**src/logic/uart_dbg_pkg.sv**
```systemverilog
package uart_dbg_pkg;

  // UART bit timing in system clocks
  localparam int CLKS_PER_BIT = 16;
  localparam int BIT_CNT_W    = $clog2(CLKS_PER_BIT);

  // Byte count of every address or length field
  localparam int FIELD_BYTES = 8;

  typedef logic [7:0]  byte_t;
  typedef logic [63:0] dbg_addr_t;

  ////////////////////////////////////////
  // Protocol byte codes
  ////////////////////////////////////////

  localparam byte_t CMD_READ  = 8'h11;
  localparam byte_t CMD_WRITE = 8'h12;
  localparam byte_t CMD_EXEC  = 8'h13;
  localparam byte_t DBG_ACK   = 8'h06;
  localparam byte_t DBG_EOT   = 8'h04;

endpackage

```
**src/logic/uart_rx.sv**
```systemverilog
`timescale 1ns/1ps

module uart_rx import uart_dbg_pkg::*; (
  input  logic  clk,
  input  logic  rst_n_i,
  input  logic  rx_i,
  output logic  rx_valid_o,
  output byte_t rx_byte_o
);

  typedef enum logic [1:0] {RX_IDLE, RX_START, RX_DATA, RX_STOP} rx_state_e;

  rx_state_e            state_q;
  logic [1:0]           sync_q;
  logic                 prev_q;
  logic [BIT_CNT_W-1:0] cnt_q;
  logic [2:0]           bit_q;
  logic                 valid_q;
  byte_t                shift_q;
  logic                 bit_end;
  logic                 sample;

  assign sample  = sync_q[1];
  assign bit_end = (cnt_q == BIT_CNT_W'(CLKS_PER_BIT - 1));

  always_ff @(posedge clk or negedge rst_n_i) begin
    if (!rst_n_i) begin
      sync_q  <= 2'b11;
      prev_q  <= 1'b1;
      state_q <= RX_IDLE;
      cnt_q   <= '0;
      bit_q   <= '0;
      valid_q <= 1'b0;
    end else begin
      sync_q  <= {sync_q[0], rx_i};
      prev_q  <= sample;
      valid_q <= 1'b0;
      cnt_q   <= cnt_q + 1'b1;
      case (state_q)
        RX_IDLE: begin
          cnt_q <= '0;
          if (prev_q && !sample) state_q <= RX_START;
        end
        // Half a bit to reach the middle of the start bit
        RX_START: begin
          if (cnt_q == BIT_CNT_W'(CLKS_PER_BIT / 2 - 1)) begin
            cnt_q   <= '0;
            bit_q   <= '0;
            state_q <= sample ? RX_IDLE : RX_DATA;
          end
        end
        RX_DATA: begin
          if (bit_end) begin
            bit_q <= bit_q + 1'b1;
            if (bit_q == 3'd7) state_q <= RX_STOP;
          end
        end
        // Broken frames never raise the strobe
        RX_STOP: begin
          if (bit_end) begin
            valid_q <= sample;
            state_q <= RX_IDLE;
          end
        end
        default: state_q <= RX_IDLE;
      endcase
    end
  end

  // LSB arrives first
  always_ff @(posedge clk) begin
    if (state_q == RX_DATA && bit_end) shift_q <= {sample, shift_q[7:1]};
  end

  assign rx_valid_o = valid_q;
  assign rx_byte_o  = shift_q;

endmodule

```
**config.mk**
```make
export PLATFORM = sky130hd
export DESIGN_NAME = uart_rx
export DESIGN_NICKNAME = d
export VERILOG_FILES = /design/src/logic/uart_dbg_pkg.sv /design/src/logic/uart_rx.sv
export SDC_FILE = /design/constraint.sdc
export NUM_CORES = 1
export LEC_CHECK = 0
export BUFFER_PORTS_ARGS = -buffer_cell sky130_fd_sc_hd__buf_2
export CORE_UTILIZATION = 53
export CTS_CLUSTER_SIZE = 16
export DETAILED_ROUTE_END_ITERATION = 6
export PLACE_DENSITY_LB_ADDON = 0.2
export SLEW_MARGIN = 5
export SYNTH_ARGS = -nofsm -noshare
export SYNTH_HDL_FRONTEND = slang
export SYNTH_SLANG_ARGS = --single-unit
```
**constraint.sdc**
```tcl
create_clock -name clk -period 2 [get_ports clk]
set_clock_uncertainty 0.2 [all_clocks]
set_input_delay 0.2 -clock clk [delete_from_list [all_inputs] [get_ports clk]]
set_output_delay 0.2 -clock clk [all_outputs]
set_load 0.005 [all_outputs]
```
# After elaboration in Yosys (flattened, before gate mapping)
# Cells that the tools add are included.
[classes]
n_bitwise = 0
addsub = 2
n_eq_ne = 11
multipliers = 0
mux = 14
n_reduce_logical = 7
n_lt_le_gt_ge = 0
div = 0
shifts = 0
[op_table]
columns = ["cell", "count"]
rows = [
  ["2-bit two-way mux", 6],
  ["2-bit inequality test, second input constant", 5],
  ["2-bit one-hot mux with 4 select lines", 1],
  ["4-bit one-hot mux with 2 select lines", 1],
  ["3-bit two-way mux", 2],
  ["3-bit one-hot mux with 2 select lines", 1],
  ["5-bit AND reduction", 1],
  ["4-bit by 1-bit adder with 4-bit output, second input constant", 1],
  ["2-bit == test, second input constant", 2],
  ["4-bit by 3-bit == test with 1-bit output, second input constant", 1],
  ["4-bit == test, second input constant", 1],
  ["4-bit two-way mux", 1],
  ["3-bit by 1-bit adder with 3-bit output, second input constant", 1],
  ["3-bit == test, second input constant", 1],
  ["3-bit AND reduction", 1],
  ["2-bit by 1-bit == test with 1-bit output, second input constant", 1],
  ["1-bit logical AND", 2],
  ["2-bit zero test", 1],
  ["1-bit two-way mux", 2],
  ["2-bit nonzero test", 1],
  ["1-bit zero test", 1],
]
[word_totals]
word_cells = 41
latchBits = 0
ff_bits = 21
ram_bits = 0
rom_bits = 0
mem_count = 0

# Longest topological paths before layout
# Gate-level depths: netlist (run 1).
[logic_depth]
ltp_word = 4
ltp_mapped = 5

# Worst setup path before layout (run 1)
# OpenSTA, ideal clock, no wires.
[synth_timing]
path_type = "reg-to-reg"
from = "register cnt_q[0]"
to = "register shift_q[0] (netlist: rx_byte_o[0]), enable pin"
required_time_ps = 1425
slack_ps = 228
path_stages_with_launch = 5
setup_ps = 375
arrival_ps = 1197
path_cell_list = "dfrtp_1 > ha_1 > buf_2 > nand3_1 > nor2_1"
[synth_between]
elab_chain_cells = 2
[synth_lines]
columns = ["item", "line", "rtl"]
rows = [
  ["start, declared", "uart_rx.sv:16", "logic [BIT_CNT_W-1:0] cnt_q;"],
  ["start signal, assigned", "uart_rx.sv:38", "cnt_q <= cnt_q + 1'b1;"],
  ["4-bit == test", "uart_rx.sv:24", "assign bit_end = (cnt_q == BIT_CNT_W'(CLKS_PER_BIT - 1));"],
  ["1-bit logical AND", "uart_rx.sv:72", "if (state_q == RX_DATA && bit_end) shift_q <= {sample, shift_q[7:1]};"],
  ["end signal, assigned", "uart_rx.sv:72", ""],
  ["end, declared", "uart_rx.sv:19", "byte_t shift_q;"],
]
# No other way between the ends.
# A chain may end at the register's enable or synchronous reset.

# Worst setup path in the final report (run 1)
[layout_timing]
from = "register cnt_q[0]"
to = "register shift_q[4] (netlist: rx_byte_o[4]), enable pin"
# The elaborated chain is that of the path after synthesis.

==> results of run 1 <==
-- stage by stage --
step	area, sq um	power [uW]	cells
2_1_floorplan	863.3	788.7	67
3_3_place_gp	914.6	796.0	90
3_5_place_dp	914.6	798.1	90
4_1_cts	962.2	999.5	96
5_1_grt	962.2	1054	96
6_report	962.2	995.0	96
-- flip-flops by register name, indices dropped and copies added, names as in the netlist, named ones only --
register,cells
rx_valid_o,1
bit_q,3
sync_q,2
state_q,1
prev_q,1
cnt_q,4
rx_byte_o,8
-- Yosys cell counts --
master | count | area, sq um
sky130_fd_sc_hd__a211oi_2 | 1 | 12.51
sky130_fd_sc_hd__a21oi_1 | 5 | 25.02
sky130_fd_sc_hd__a311oi_1 | 1 | 8.760
sky130_fd_sc_hd__a31oi_1 | 1 | 6.260
sky130_fd_sc_hd__and4b_2 | 1 | 11.26
sky130_fd_sc_hd__buf_2 | 4 | 20.02
sky130_fd_sc_hd__buf_6 | 1 | 11.26
sky130_fd_sc_hd__dfrtp_1 | 10 | 250.2
sky130_fd_sc_hd__dfstp_2 | 3 | 78.83
sky130_fd_sc_hd__edfxtp_1 | 8 | 240.2
sky130_fd_sc_hd__ha_1 | 3 | 37.54
sky130_fd_sc_hd__inv_1 | 3 | 11.26
sky130_fd_sc_hd__nand2_1 | 1 | 3.750
sky130_fd_sc_hd__nand2b_2 | 1 | 8.760
sky130_fd_sc_hd__nand3_1 | 6 | 30.03
sky130_fd_sc_hd__nand3b_1 | 1 | 7.510
sky130_fd_sc_hd__nand4b_1 | 1 | 8.760
sky130_fd_sc_hd__nor2_1 | 7 | 26.28
sky130_fd_sc_hd__nor2_2 | 1 | 6.260
sky130_fd_sc_hd__nor2b_1 | 2 | 12.51
sky130_fd_sc_hd__nor4b_1 | 1 | 8.760
sky130_fd_sc_hd__o21ai_0 | 1 | 5.000
sky130_fd_sc_hd__o22a_1 | 1 | 8.760
sky130_fd_sc_hd__o22ai_1 | 1 | 6.260
sky130_fd_sc_hd__o32ai_1 | 1 | 8.760
sky130_fd_sc_hd__xnor2_1 | 1 | 8.760
-- routing by layer --
layer	wire, microns	vias up	share of wire	track usage
met5	0	-	0	0
met4	39	0	0.029	0.1313
met3	41	5	0.031	0.02586
met2	635	14	0.48	0.2677
met1	614	260	0.46	0.2059
li1	-	263	-	-
-- where the power goes --
group | internal (uW) | switching, uW | total, uW
combinational | 98.6 | 92.3 | 191
sequential | 509 | 93.1 | 602
clock | 74.7 | 127 | 202
-- cell type report --
class	count	area, sq um	share of cell area
Sequential cell	21	569.3	0.5917
Multi-Input combinational cell	38	251.5	0.2614
Inverter	3	11.26	0.01170
Timing Repair Buffer	14	82.58	0.08583
Clock buffer	3	22.52	0.02341
Tap cell	16	20.02	0.02081
Clock inverter	1	5.005	0.005202
-- final timing paths --
check                               end  slack [ns]  depth (start not counted)
hold / removal                 bit_q[2]        0.08                          2
hold reg to reg               sync_q[1]        0.16                          0
max in group asynchronous        prev_q        1.23                          2
setup / recovery           rx_byte_o[4]        0.35                          4
min in group clk              sync_q[1]        0.16                          0
setup reg to reg           rx_byte_o[4]        0.35                          4
-- cell usage in the layout (no fill, tap or decap), types with 2 or more instances in the layout --
cell type / n
sky130_fd_sc_hd__inv_1: 3
sky130_fd_sc_hd__dfrtp_1: 10
sky130_fd_sc_hd__nor2_1: 7
sky130_fd_sc_hd__a21oi_1: 5
sky130_fd_sc_hd__edfxtp_1: 8
sky130_fd_sc_hd__clkbuf_4: 3
sky130_fd_sc_hd__nand3_1: 6
sky130_fd_sc_hd__buf_2: 11
sky130_fd_sc_hd__dfstp_2: 3
sky130_fd_sc_hd__nor2b_1: 2
sky130_fd_sc_hd__dlygate4sd3_1: 2
sky130_fd_sc_hd__ha_1: 3
-- logic make-up (layout without fill, tap and decap cells) --
family / count (synthesis) / count (layout) / synth area share
xor gates and xnor gates: 1 / 1 / 0.01015
adders and majority gates: 3 / 3 / 0.04348
buffers and inverters: 8 / 21 / 0.04927
AOI/OAI and AO/OA: 12 / 12 / 0.09421
and+or+nand+nor: 22 / 22 / 0.1435
DFF: 21 / 21 / 0.6594
==> summary.log, run 1 <==
qor: sta.final_critical_path_setup_slack 0.3470 ns
qor: final_layout.layout.nets 87
qor: clock_network.root_driver sky130_fd_sc_hd__clkbuf_4
qor: sta.timing_hold_violations_final 0
qor: critical_path.worstReg2RegStart cnt_q[0]
qor: place.place.gp.congestion 0.8054
qor: sta.transition_time_at_the_pin_with_the_least_slew_margin 0.3253 ns
qor: yosys.netlist-cell-type-count 26
qor: sta.slew_violations 0
qor: sta.rsz_0062_raised_after_global_routing false
qor: critical_path.worstSetupStartpoint cnt_q[0]
qor: power.max-vdd-ir-drop 0.0006449 V
qor: sta.max_freq 605.0 MHz
qor: drt.detail_route.drc_violations 0
qor: job.max_cap_violations 0
qor: grt.globalRoute.totalOverflow 0
qor: sta.setup_tns 0 ns
qor: critical_path.critPathKind flop to flop
qor: drt.ant_nets 0
qor: final_layout.antennaDiodeCount 0
qor: critical_path.critical_path.max_fanout 9
qor: floorplanning.dieArea 0.001794 sq mm
qor: min_path.hold_path_class input pin to async pin
qor: yosys.mappedNetlistArea 863.3 sq um
qor: floorplanning.num_rows 14
qor: critical_path.timing.critical_path.from_type flop
qor: grt.grt_pass1_wl 2139 microns
qor: yosys.syn_area_per_cell 12.89 sq um
qor: sta.finalSetupViolCount 0
qor: critical_path.cp.buffers_inverters 1
qor: critical_path.cp_cell_sequence ha_1, nand3_1, nor2_1, buf_4
qor: sta.maxSlewHeadroom 0.7831
qor: drt.vias 542
qor: floorplanning.fp.coreArea 0.001506 sq mm
qor: floorplanning.die_h 42.36 microns
qor: clock_network.clock_tree.htree_level_count 1
qor: clock_network.cts-root-to-sink-buffers 2
qor: critical_path.required 1.82 ns
qor: yosys.net_count_of_the_mapped_netlist 73
qor: power.power_density 1034 mW/mm^2
qor: yosys.synth_sequential_area_ratio 0.6594
qor: clock_network.tritoncts built
qor: outcome.run_status complete, no violations
qor: drt.detailed_router_s_first_iteration_violation_count 9
qor: floorplanning.start_util 0.5731
qor: place.pre_cts_slack 0.3848 ns
qor: final_layout.utilization_after_layout 0.6387
qor: sta.post-route-period-util 0.8265
qor: yosys.yosysWarningCount 0
qor: critical_path.slowest_stage sky130_fd_sc_hd__dfrtp_1
qor: critical_path.critPathMaxStageDelay 0.39 ns
qor: place.hpwl 953.4 microns
qor: final_layout.layout-drive-gt1-share 0.2875
qor: critical_path.arrival 1.47 ns
qor: grt.pin_count_of_the_biggest_net_entering_global_routing 14
qor: clock_network.cts_post_setup_buffers_inserted 0
qor: clock_network.cts.reportedPaths.clkPinSlew 0.12 ns
qor: final_layout.fillers 122
qor: yosys.post_synth_inst_count 67
qor: critical_path.crit_family flip-flops
qor: critical_path.worstSetupEndpointType flop
qor: sta.period_minus_slack 1.653 ns
qor: grt.gr-usage-all-layers 0.1693
qor: clock_network.worst_skew_pair.late_latency 0.31 ns
qor: clock_network.cts_repair_resize_count 0
qor: floorplanning.io_pins 12
qor: clock_network.hold_buf_cts 2
qor: clock_network.numCtsBuffers 3
qor: place.port-buffer-count 11
qor: drt.vias_per_cell 5.646
qor: drt.drt_pre_antenna_iters 4
qor: power.cellLeakagePower 0.0003940 uW
qor: grt.antenna_found_initial 0
qor: drt.wl_per_cell 13.86 microns
qor: drt.wl 1331 microns
qor: yosys.synth.ff_latch_count 21
qor: final_layout.layout-area-overhead-vs-synth 11.45%
qor: floorplanning.die-width 42.36 microns
qor: grt.first_global_vias 492
qor: clock_network.clock_sink_count 21
qor: sta.holdWs 0.08210 ns
Power figures use the tool's default switching activity.
==> run 2, diff against run 1 <==
==> constraint.sdc (replaced) <==
create_clock -name clk -period 1.7 [get_ports clk]
set_clock_uncertainty 0.2 [all_clocks]
set_input_delay 0.17 -clock clk [delete_from_list [all_inputs] [get_ports clk]]
set_output_delay 0.17 -clock clk [all_outputs]
set_load 0.005 [all_outputs]
==> summary.log, run 2 (synthesis gave the netlist of run 1 again) <==
qor: grt.pin_count_of_the_biggest_net_entering_global_routing 14 [unchanged]
qor: sta.post-route-period-util 0.9115 [was 0.8265]
qor: floorplanning.io_pins 12 [unchanged]
qor: floorplanning.fp.coreArea 0.001506 sq mm [unchanged]
qor: grt.grtUsageMet1 0.2310 [was 0.2059]
qor: job.max_cap_violations 0 [unchanged]
qor: final_layout.multi_input_area 254.0 sq um [was 251.5 sq um]
qor: place.port-buffer-count 11 [unchanged]
qor: outcome.run_status complete, no violations [unchanged]
qor: sta.maxSlewHeadroom 0.7596 [was 0.7831]
qor: sta.setup_tns 0 ns [unchanged]
qor: drt.vias_per_cell 5.567 [was 5.646]
qor: final_layout.layout.nets 88 [was 87]
qor: critical_path.critPathMaxStageDelay 0.40 ns [was 0.39 ns]
qor: final_layout.antennaDiodeCount 0 [unchanged]
qor: drt.detailed_router_s_first_iteration_violation_count 4 [was 9]
qor: clock_network.tritoncts built [unchanged]
qor: critical_path.timing.critical_path.from_type flop [unchanged]
qor: clock_network.cts.reportedPaths.clkPinSlew 0.11 ns [was 0.12 ns]
qor: sta.rsz_0062_raised_after_global_routing false [unchanged]
qor: drt.drt_pre_antenna_iters 4 [unchanged]
qor: critical_path.critPathKind flop to flop [unchanged]
qor: final_layout.layout-drive-gt1-share 0.3086 [was 0.2875]
qor: power.netSwitchingFraction 0.3149 [was 0.3144]
qor: drt.wl_per_cell 13.03 microns [was 13.86 microns]
qor: grt.grtUsageMet3 0.02586 [unchanged]
qor: final_layout.flip_flop_and_latch_area 569.3 sq um [unchanged]
qor: clock_network.root_driver sky130_fd_sc_hd__clkbuf_4 [unchanged]
qor: power.power_density 1208 mW/mm^2 [was 1034 mW/mm^2]
qor: grt.first_global_vias 539 [was 492]
qor: power.power.internal 814.8 uW [was 682.2 uW]
qor: critical_path.cp.buffers_inverters 1 [unchanged]
qor: power.power.switching 374.6 uW [was 312.8 uW]
qor: power.max-vdd-ir-drop 0.0007142 V [was 0.0006449 V]
qor: place.hpwl 901.7 microns [was 953.4 microns]
qor: final_layout.commonest_non_fill_non_tap_cells_in_the_layout sky130_fd_sc_hd__buf_2, sky130_fd_sc_hd__dfrtp_1, sky130_fd_sc_hd__edfxtp_1, sky130_fd_sc_hd__nand3_1, sky130_fd_sc_hd__nor2_1 [was sky130_fd_sc_hd__buf_2, sky130_fd_sc_hd__dfrtp_1, sky130_fd_sc_hd__edfxtp_1, sky130_fd_sc_hd__nor2_1, sky130_fd_sc_hd__nand3_1]
qor: power.combPwrFrac 0.205 [was 0.192]
qor: sta.holdWs 0.06736 ns [was 0.08210 ns]
qor: sta.period_minus_slack 1.550 ns [was 1.653 ns]
qor: critical_path.crit_family flip-flops [unchanged]
qor: floorplanning.dieArea 0.001794 sq mm [unchanged]
qor: floorplanning.num_rows 14 [unchanged]
qor: grt.globalRoute.totalOverflow 0 [unchanged]
qor: critical_path.cp_cell_sequence ha_1, nand3_1, nor2_2, buf_12 [was ha_1, nand3_1, nor2_1, buf_4]
qor: clock_network.cts_post_setup_buffers_inserted 0 [unchanged]
qor: sta.slew_violations 0 [unchanged]
qor: final_layout.layout.cells.most_common sky130_fd_sc_hd__buf_2 [unchanged]
qor: clock_network.numCtsBuffers 3 [unchanged]
qor: power.cellLeakagePower 0.0004018 uW [was 0.0003940 uW]
qor: sta.finalSetupViolCount 0 [unchanged]
qor: grt.grt_pass1_wl 2235 microns [was 2139 microns]
qor: clock_network.cts-root-to-sink-buffers 2 [unchanged]
qor: clock_network.clock_tree.htree_level_count 1 [unchanged]
qor: final_layout.largest_register_ffs 8 [unchanged]
qor: grt.gr-usage-all-layers 0.1671 [was 0.1693]
qor: final_layout.fillers 127 [was 122]
qor: drt.ant_nets 0 [unchanged]
qor: drt.vias 540 [was 542]
qor: floorplanning.start_util 0.5731 [unchanged]
qor: power.p_seq_frac 0.602 [was 0.605]
qor: critical_path.critical_path.max_fanout 9 [unchanged]
qor: critical_path.worstSetupEndpointType flop [unchanged]
qor: sta.max_freq 645.4 MHz [was 605.0 MHz]
qor: clock_network.cts_repair_resize_count 0 [unchanged]
qor: grt.most_utilized_layer_in_the_global_route_result met2 [unchanged]
qor: grt.antenna_found_initial 0 [unchanged]
qor: drt.wl 1264 microns [was 1331 microns]
qor: floorplanning.die-width 42.36 microns [unchanged]
qor: critical_path.arrival 1.37 ns [was 1.47 ns]
qor: min_path.hold_path_class input pin to async pin [unchanged]
qor: power.share_clk_of_total_power 0.194 [was 0.203]
qor: floorplanning.die_h 42.36 microns [unchanged]
qor: clock_network.worst_skew_pair.late_latency 0.29 ns [was 0.31 ns]
qor: critical_path.slowest_stage sky130_fd_sc_hd__dfrtp_1 [unchanged]
qor: sta.transition_time_at_the_pin_with_the_least_slew_margin 0.3606 ns [was 0.3253 ns]
qor: clock_network.clock_sink_count 21 [unchanged]
qor: place.place.gp.congestion 0.7929 [was 0.8054]
qor: drt.detail_route.drc_violations 0 [unchanged]
qor: critical_path.required 1.52 ns [was 1.82 ns]
qor: final_layout.layout-area-overhead-vs-synth 14.06% [was 11.45%]
qor: grt.met2_usage 0.2615 [was 0.2677]
qor: sta.timing_hold_violations_final 0 [unchanged]
[run 2: repair_timing]
action / 4_1_cts / 5_1_grt
hold buffers: 2 / 0
hold endpoints to repair: 14 / 0
setup endpoints to repair: 0 / 0
[run 2: power by group through the flow]
stage / Combinational (uW) / Sequential [uW] / Clock (uW)
final: 243 / 716 / 230
after global routing: 281 / 735 / 258
after detailed placement: 244 / 722 / 0
after floorplan: 294 / 635 / 0
after global placement: 237 / 719 / 0
after CTS: 248 / 712 / 245
[run 2: per-layer routing]
metal / share of wire / vias to the layer above
li1: - / 268
met1: 0.49 / 264
met2: 0.48 / 8
met3: 0.027 / 0
met4: 0 / 0
met5: 0 / -
[run 2: worst paths after layout]
| check | slack [ns] | from | endpoint | depth (start not counted) |
|---|---|---|---|---|
| setup / recovery | 0.15 | cnt_q[0] | rx_byte_o[4] | 4 |
| hold / removal | 0.07 | rst_n_i | state_q[0] | 2 |
| setup reg to reg | 0.15 | cnt_q[0] | rx_byte_o[4] | 4 |
| hold reg to reg | 0.16 | sync_q[0] | sync_q[1] | 0 |
| max in group asynchronous | 0.95 | rst_n_i | prev_q | 2 |
| min in group clk | 0.16 | sync_q[0] | sync_q[1] | 0 |
[run 2: final cells by class]
cell class,instances,area share
Clock buffer,3,0.02287
Clock inverter,1,0.005083
Inverter,3,0.01144
Multi-Input combinational cell,38,0.2579
Sequential cell,21,0.5781
Tap cell,16,0.02033
Timing Repair Buffer,15,0.1042
[run 2: stage by stage]
stage	cells	utilization	setup WS [ns]	cell area, sq um	power (uW)
2_1_floorplan	67	-	0.07667	865.8	929.1
3_3_place_gp	91	0.6221	0.2005	937.1	955.7
3_5_place_dp	91	0.6221	0.1700	937.1	966.0
4_1_cts	97	0.6537	0.1515	984.7	1205
5_1_grt	97	0.6537	0.01297	984.7	1274
6_report	97	0.6537	0.1505	984.7	1189
==> run 3, diff against run 2 <==
--- a/config.mk
+++ b/config.mk
@@ -6,7 +6,7 @@
 export NUM_CORES = 1
 export LEC_CHECK = 0
 export BUFFER_PORTS_ARGS = -buffer_cell sky130_fd_sc_hd__buf_2
-export CORE_UTILIZATION = 53
+export CORE_UTILIZATION = 57
 export CTS_CLUSTER_SIZE = 16
 export DETAILED_ROUTE_END_ITERATION = 6
 export PLACE_DENSITY_LB_ADDON = 0.2
==> constraint.sdc (replaced) <==
create_clock -name clk -period 2 [get_ports clk]
set_clock_uncertainty 0.2 [all_clocks]
set_input_delay 0.2 -clock clk [delete_from_list [all_inputs] [get_ports clk]]
set_output_delay 0.2 -clock clk [all_outputs]
set_load 0.005 [all_outputs]
==> summary.log, run 3 (synthesis gave the netlist of run 1 again) <==
qor: critical_path.cp_cell_sequence ha_1, nand3_1, nor2_1, buf_4 [was ha_1, nand3_1, nor2_2, buf_12]
qor: floorplanning.io_pins 12 [unchanged]
qor: floorplanning.num_rows 13 [was 14]
qor: critical_path.timing.critical_path.from_type flop [unchanged]
qor: critical_path.cp.buffers_inverters 1 [unchanged]
qor: final_layout.layout.cells.most_common sky130_fd_sc_hd__buf_2 [unchanged]
qor: critical_path.worstSetupEndpointType flop [unchanged]
qor: grt.antenna_found_initial 0 [unchanged]
qor: power.p_seq_frac 0.612 [was 0.602]
qor: place.port-buffer-count 11 [unchanged]
qor: floorplanning.die-width 40.92 microns [was 42.36 microns]
qor: power.total_power 989.5 uW [was 1189 uW]
qor: power.power.switching 302.2 uW [was 374.6 uW]
qor: drt.detail_route.drc_violations 0 [unchanged]
qor: drt.drt_pre_antenna_iters 5 [was 4]
qor: floorplanning.dieArea 0.001674 sq mm [was 0.001794 sq mm]
qor: sta.post-route-period-util 0.8191 [was 0.9115]
qor: sta.slew_violations 0 [unchanged]
qor: clock_network.root_driver sky130_fd_sc_hd__clkbuf_4 [unchanged]
qor: power.netSwitchingFraction 0.3054 [was 0.3149]
qor: drt.topRoutingLayerUsed met4 [was met3]
qor: floorplanning.start_util 0.6395 [was 0.5731]
qor: sta.maxSlewHeadroom 0.7675 [was 0.7596]
qor: clock_network.clock_tree.htree_level_count 1 [unchanged]
qor: drt.wl_met2 659 microns [was 608 microns]
qor: critical_path.critPathMaxStageDelay 0.38 ns [was 0.40 ns]
qor: drt.routedLengthMet1 555 microns [was 621 microns]
qor: grt.pin_count_of_the_biggest_net_entering_global_routing 14 [unchanged]
qor: grt.grt_pass1_wl 2021 microns [was 2235 microns]
qor: sta.transition_time_at_the_pin_with_the_least_slew_margin 0.3488 ns [was 0.3606 ns]
qor: critical_path.critPathKind flop to flop [unchanged]
qor: critical_path.required 1.81 ns [was 1.52 ns]
qor: grt.first_global_vias 468 [was 539]
qor: critical_path.slowest_stage sky130_fd_sc_hd__dfrtp_1 [unchanged]
qor: grt.gr-usage-all-layers 0.2053 [was 0.1671]
qor: final_layout.layout-drive-gt1-share 0.2750 [was 0.3086]
qor: final_layout.antennaDiodeCount 0 [unchanged]
qor: drt.wl_per_cell 13.51 microns [was 13.03 microns]
qor: clock_network.worst_skew_pair.late_latency 0.29 ns [about the same]
qor: power.max-vdd-ir-drop 0.0008073 V [was 0.0007142 V]
qor: place.place.gp.congestion 0.7478 [was 0.7929]
qor: power.combPwrFrac 0.199 [was 0.205]
qor: clock_network.numCtsBuffers 3 [unchanged]
qor: drt.vias_per_cell 5.758 [was 5.567]
qor: clock_network.cts.reportedPaths.clkPinSlew 0.10 ns [was 0.11 ns]
qor: job.max_cap_violations 0 [unchanged]
qor: clock_network.cts-root-to-sink-buffers 2 [unchanged]
qor: floorplanning.fp.coreArea 0.001350 sq mm [was 0.001506 sq mm]
qor: drt.vias 547 [was 540]
qor: critical_path.critical_path.max_fanout 9 [unchanged]
qor: clock_network.clock_sink_count 21 [unchanged]
qor: drt.detailed_router_s_first_iteration_violation_count 5 [was 4]
qor: outcome.run_status complete, no violations [unchanged]
qor: min_path.hold_path_class input pin to async pin [unchanged]
qor: place.placed_cells_incl_taps 89 [was 91]
qor: final_layout.layout.nets 87 [was 88]
qor: grt.globalRoute.totalOverflow 0 [unchanged]
qor: sta.finalSetupViolCount 0 [unchanged]
qor: final_layout.finish.cell_count_without_fillers 95 [was 97]
qor: sta.period_minus_slack 1.638 ns [was 1.550 ns]
qor: critical_path.crit_family flip-flops [unchanged]
qor: drt.routed_wire_length_on_met3 52 microns [was 34 microns]
qor: final_layout.largest_register_ffs 8 [unchanged]
qor: power.cellLeakagePower 0.0003912 uW [was 0.0004018 uW]
qor: drt.ant_nets 0 [unchanged]
qor: final_layout.layout-area-overhead-vs-synth 11.16% [was 14.06%]
qor: critical_path.arrival 1.44 ns [was 1.37 ns]
qor: floorplanning.die_h 40.92 microns [was 42.36 microns]
qor: sta.timing_hold_violations_final 0 [unchanged]
qor: clock_network.tritoncts built [unchanged]
qor: drt.wl 1283 microns [was 1264 microns]
qor: final_layout.commonest_non_fill_non_tap_cells_in_the_layout sky130_fd_sc_hd__buf_2, sky130_fd_sc_hd__dfrtp_1, sky130_fd_sc_hd__edfxtp_1, sky130_fd_sc_hd__nor2_1, sky130_fd_sc_hd__nand3_1 [was sky130_fd_sc_hd__buf_2, sky130_fd_sc_hd__dfrtp_1, sky130_fd_sc_hd__edfxtp_1, sky130_fd_sc_hd__nand3_1, sky130_fd_sc_hd__nor2_1]
qor: sta.setup_tns 0 ns [unchanged]
qor: power.share_clk_of_total_power 0.188 [was 0.194]
qor: sta.max_freq 610.5 MHz [was 645.4 MHz]
qor: power.power.internal 687.3 uW [was 814.8 uW]
qor: sta.rsz_0062_raised_after_global_routing false [unchanged]
qor: clock_network.cts_repair_resize_count 0 [unchanged]
qor: power.power_density 1031 mW/mm^2 [was 1208 mW/mm^2]
[run 3: path summary, 6_finish.rpt]
path	from	end	slack, ns	cells after the start
max	cnt_q[0]	rx_byte_o[4]	0.36	4
min	rst_n_i	bit_q[2]	0.11	2
max reg2reg	cnt_q[0]	rx_byte_o[4]	0.36	4
min reg2reg	sync_q[0]	sync_q[1]	0.16	0
max in group asynchronous	rst_n_i	sync_q[1]	1.21	2
min in group clk	sync_q[0]	sync_q[1]	0.16	0
[run 3: cell type report]
type | instances | area, sq um
clock buffers | 4 | 26.28
fillers | 95 | 390.4
inverters | 3 | 11.26
multi-input cells | 38 | 251.5
flip-flops and latches | 21 | 569.3
well taps | 15 | 18.77
repair buffers | 14 | 82.58
[run 3: power by group through the flow]
stage	clock (uW)	combinational, uW	sequential (uW)
6_report	186	197	606
5_1_grt	220	231	621
4_1_cts	198	201	606
3_5_place_dp	0	197	614
3_3_place_gp	0	188	609
2_1_floorplan	0	249	540
[run 3: what timing repair did]
item / 4_1_cts / 5_1_grt
hold buffers: 2 / 0
buffers inserted: 0 / 0
endpoints found under the hold margin: 14 / 0
[run 3: layer usage]
metal  vias to the layer above  track usage
li1                        264            -
met1                       267       0.2374
met2                        14       0.3164
met3                         2      0.08152
met4                         0       0.1250
met5                         -            0
[run 3: worst reg2reg max path, cell delays in order (launching register included)]
cell and delay [ns]:
sky130_fd_sc_hd__dfrtp_1 0.38, sky130_fd_sc_hd__ha_1 0.30, sky130_fd_sc_hd__nand3_1 0.16, sky130_fd_sc_hd__nor2_1 0.13, sky130_fd_sc_hd__buf_4 0.18
[run 3: stage by stage]
stage          cell area (sq um)  setup WS (ns)    util  hold WS [ns]
2_1_floorplan              863.3         0.2280       -       -0.2956
3_3_place_gp               913.4         0.4149  0.6766       -0.1056
3_5_place_dp               913.4         0.3708  0.6766       -0.1041
4_1_cts                    959.7         0.3482  0.7108        0.1060
5_1_grt                    959.7         0.2125  0.7108        0.1283
6_report                   959.7         0.3619  0.7108        0.1084
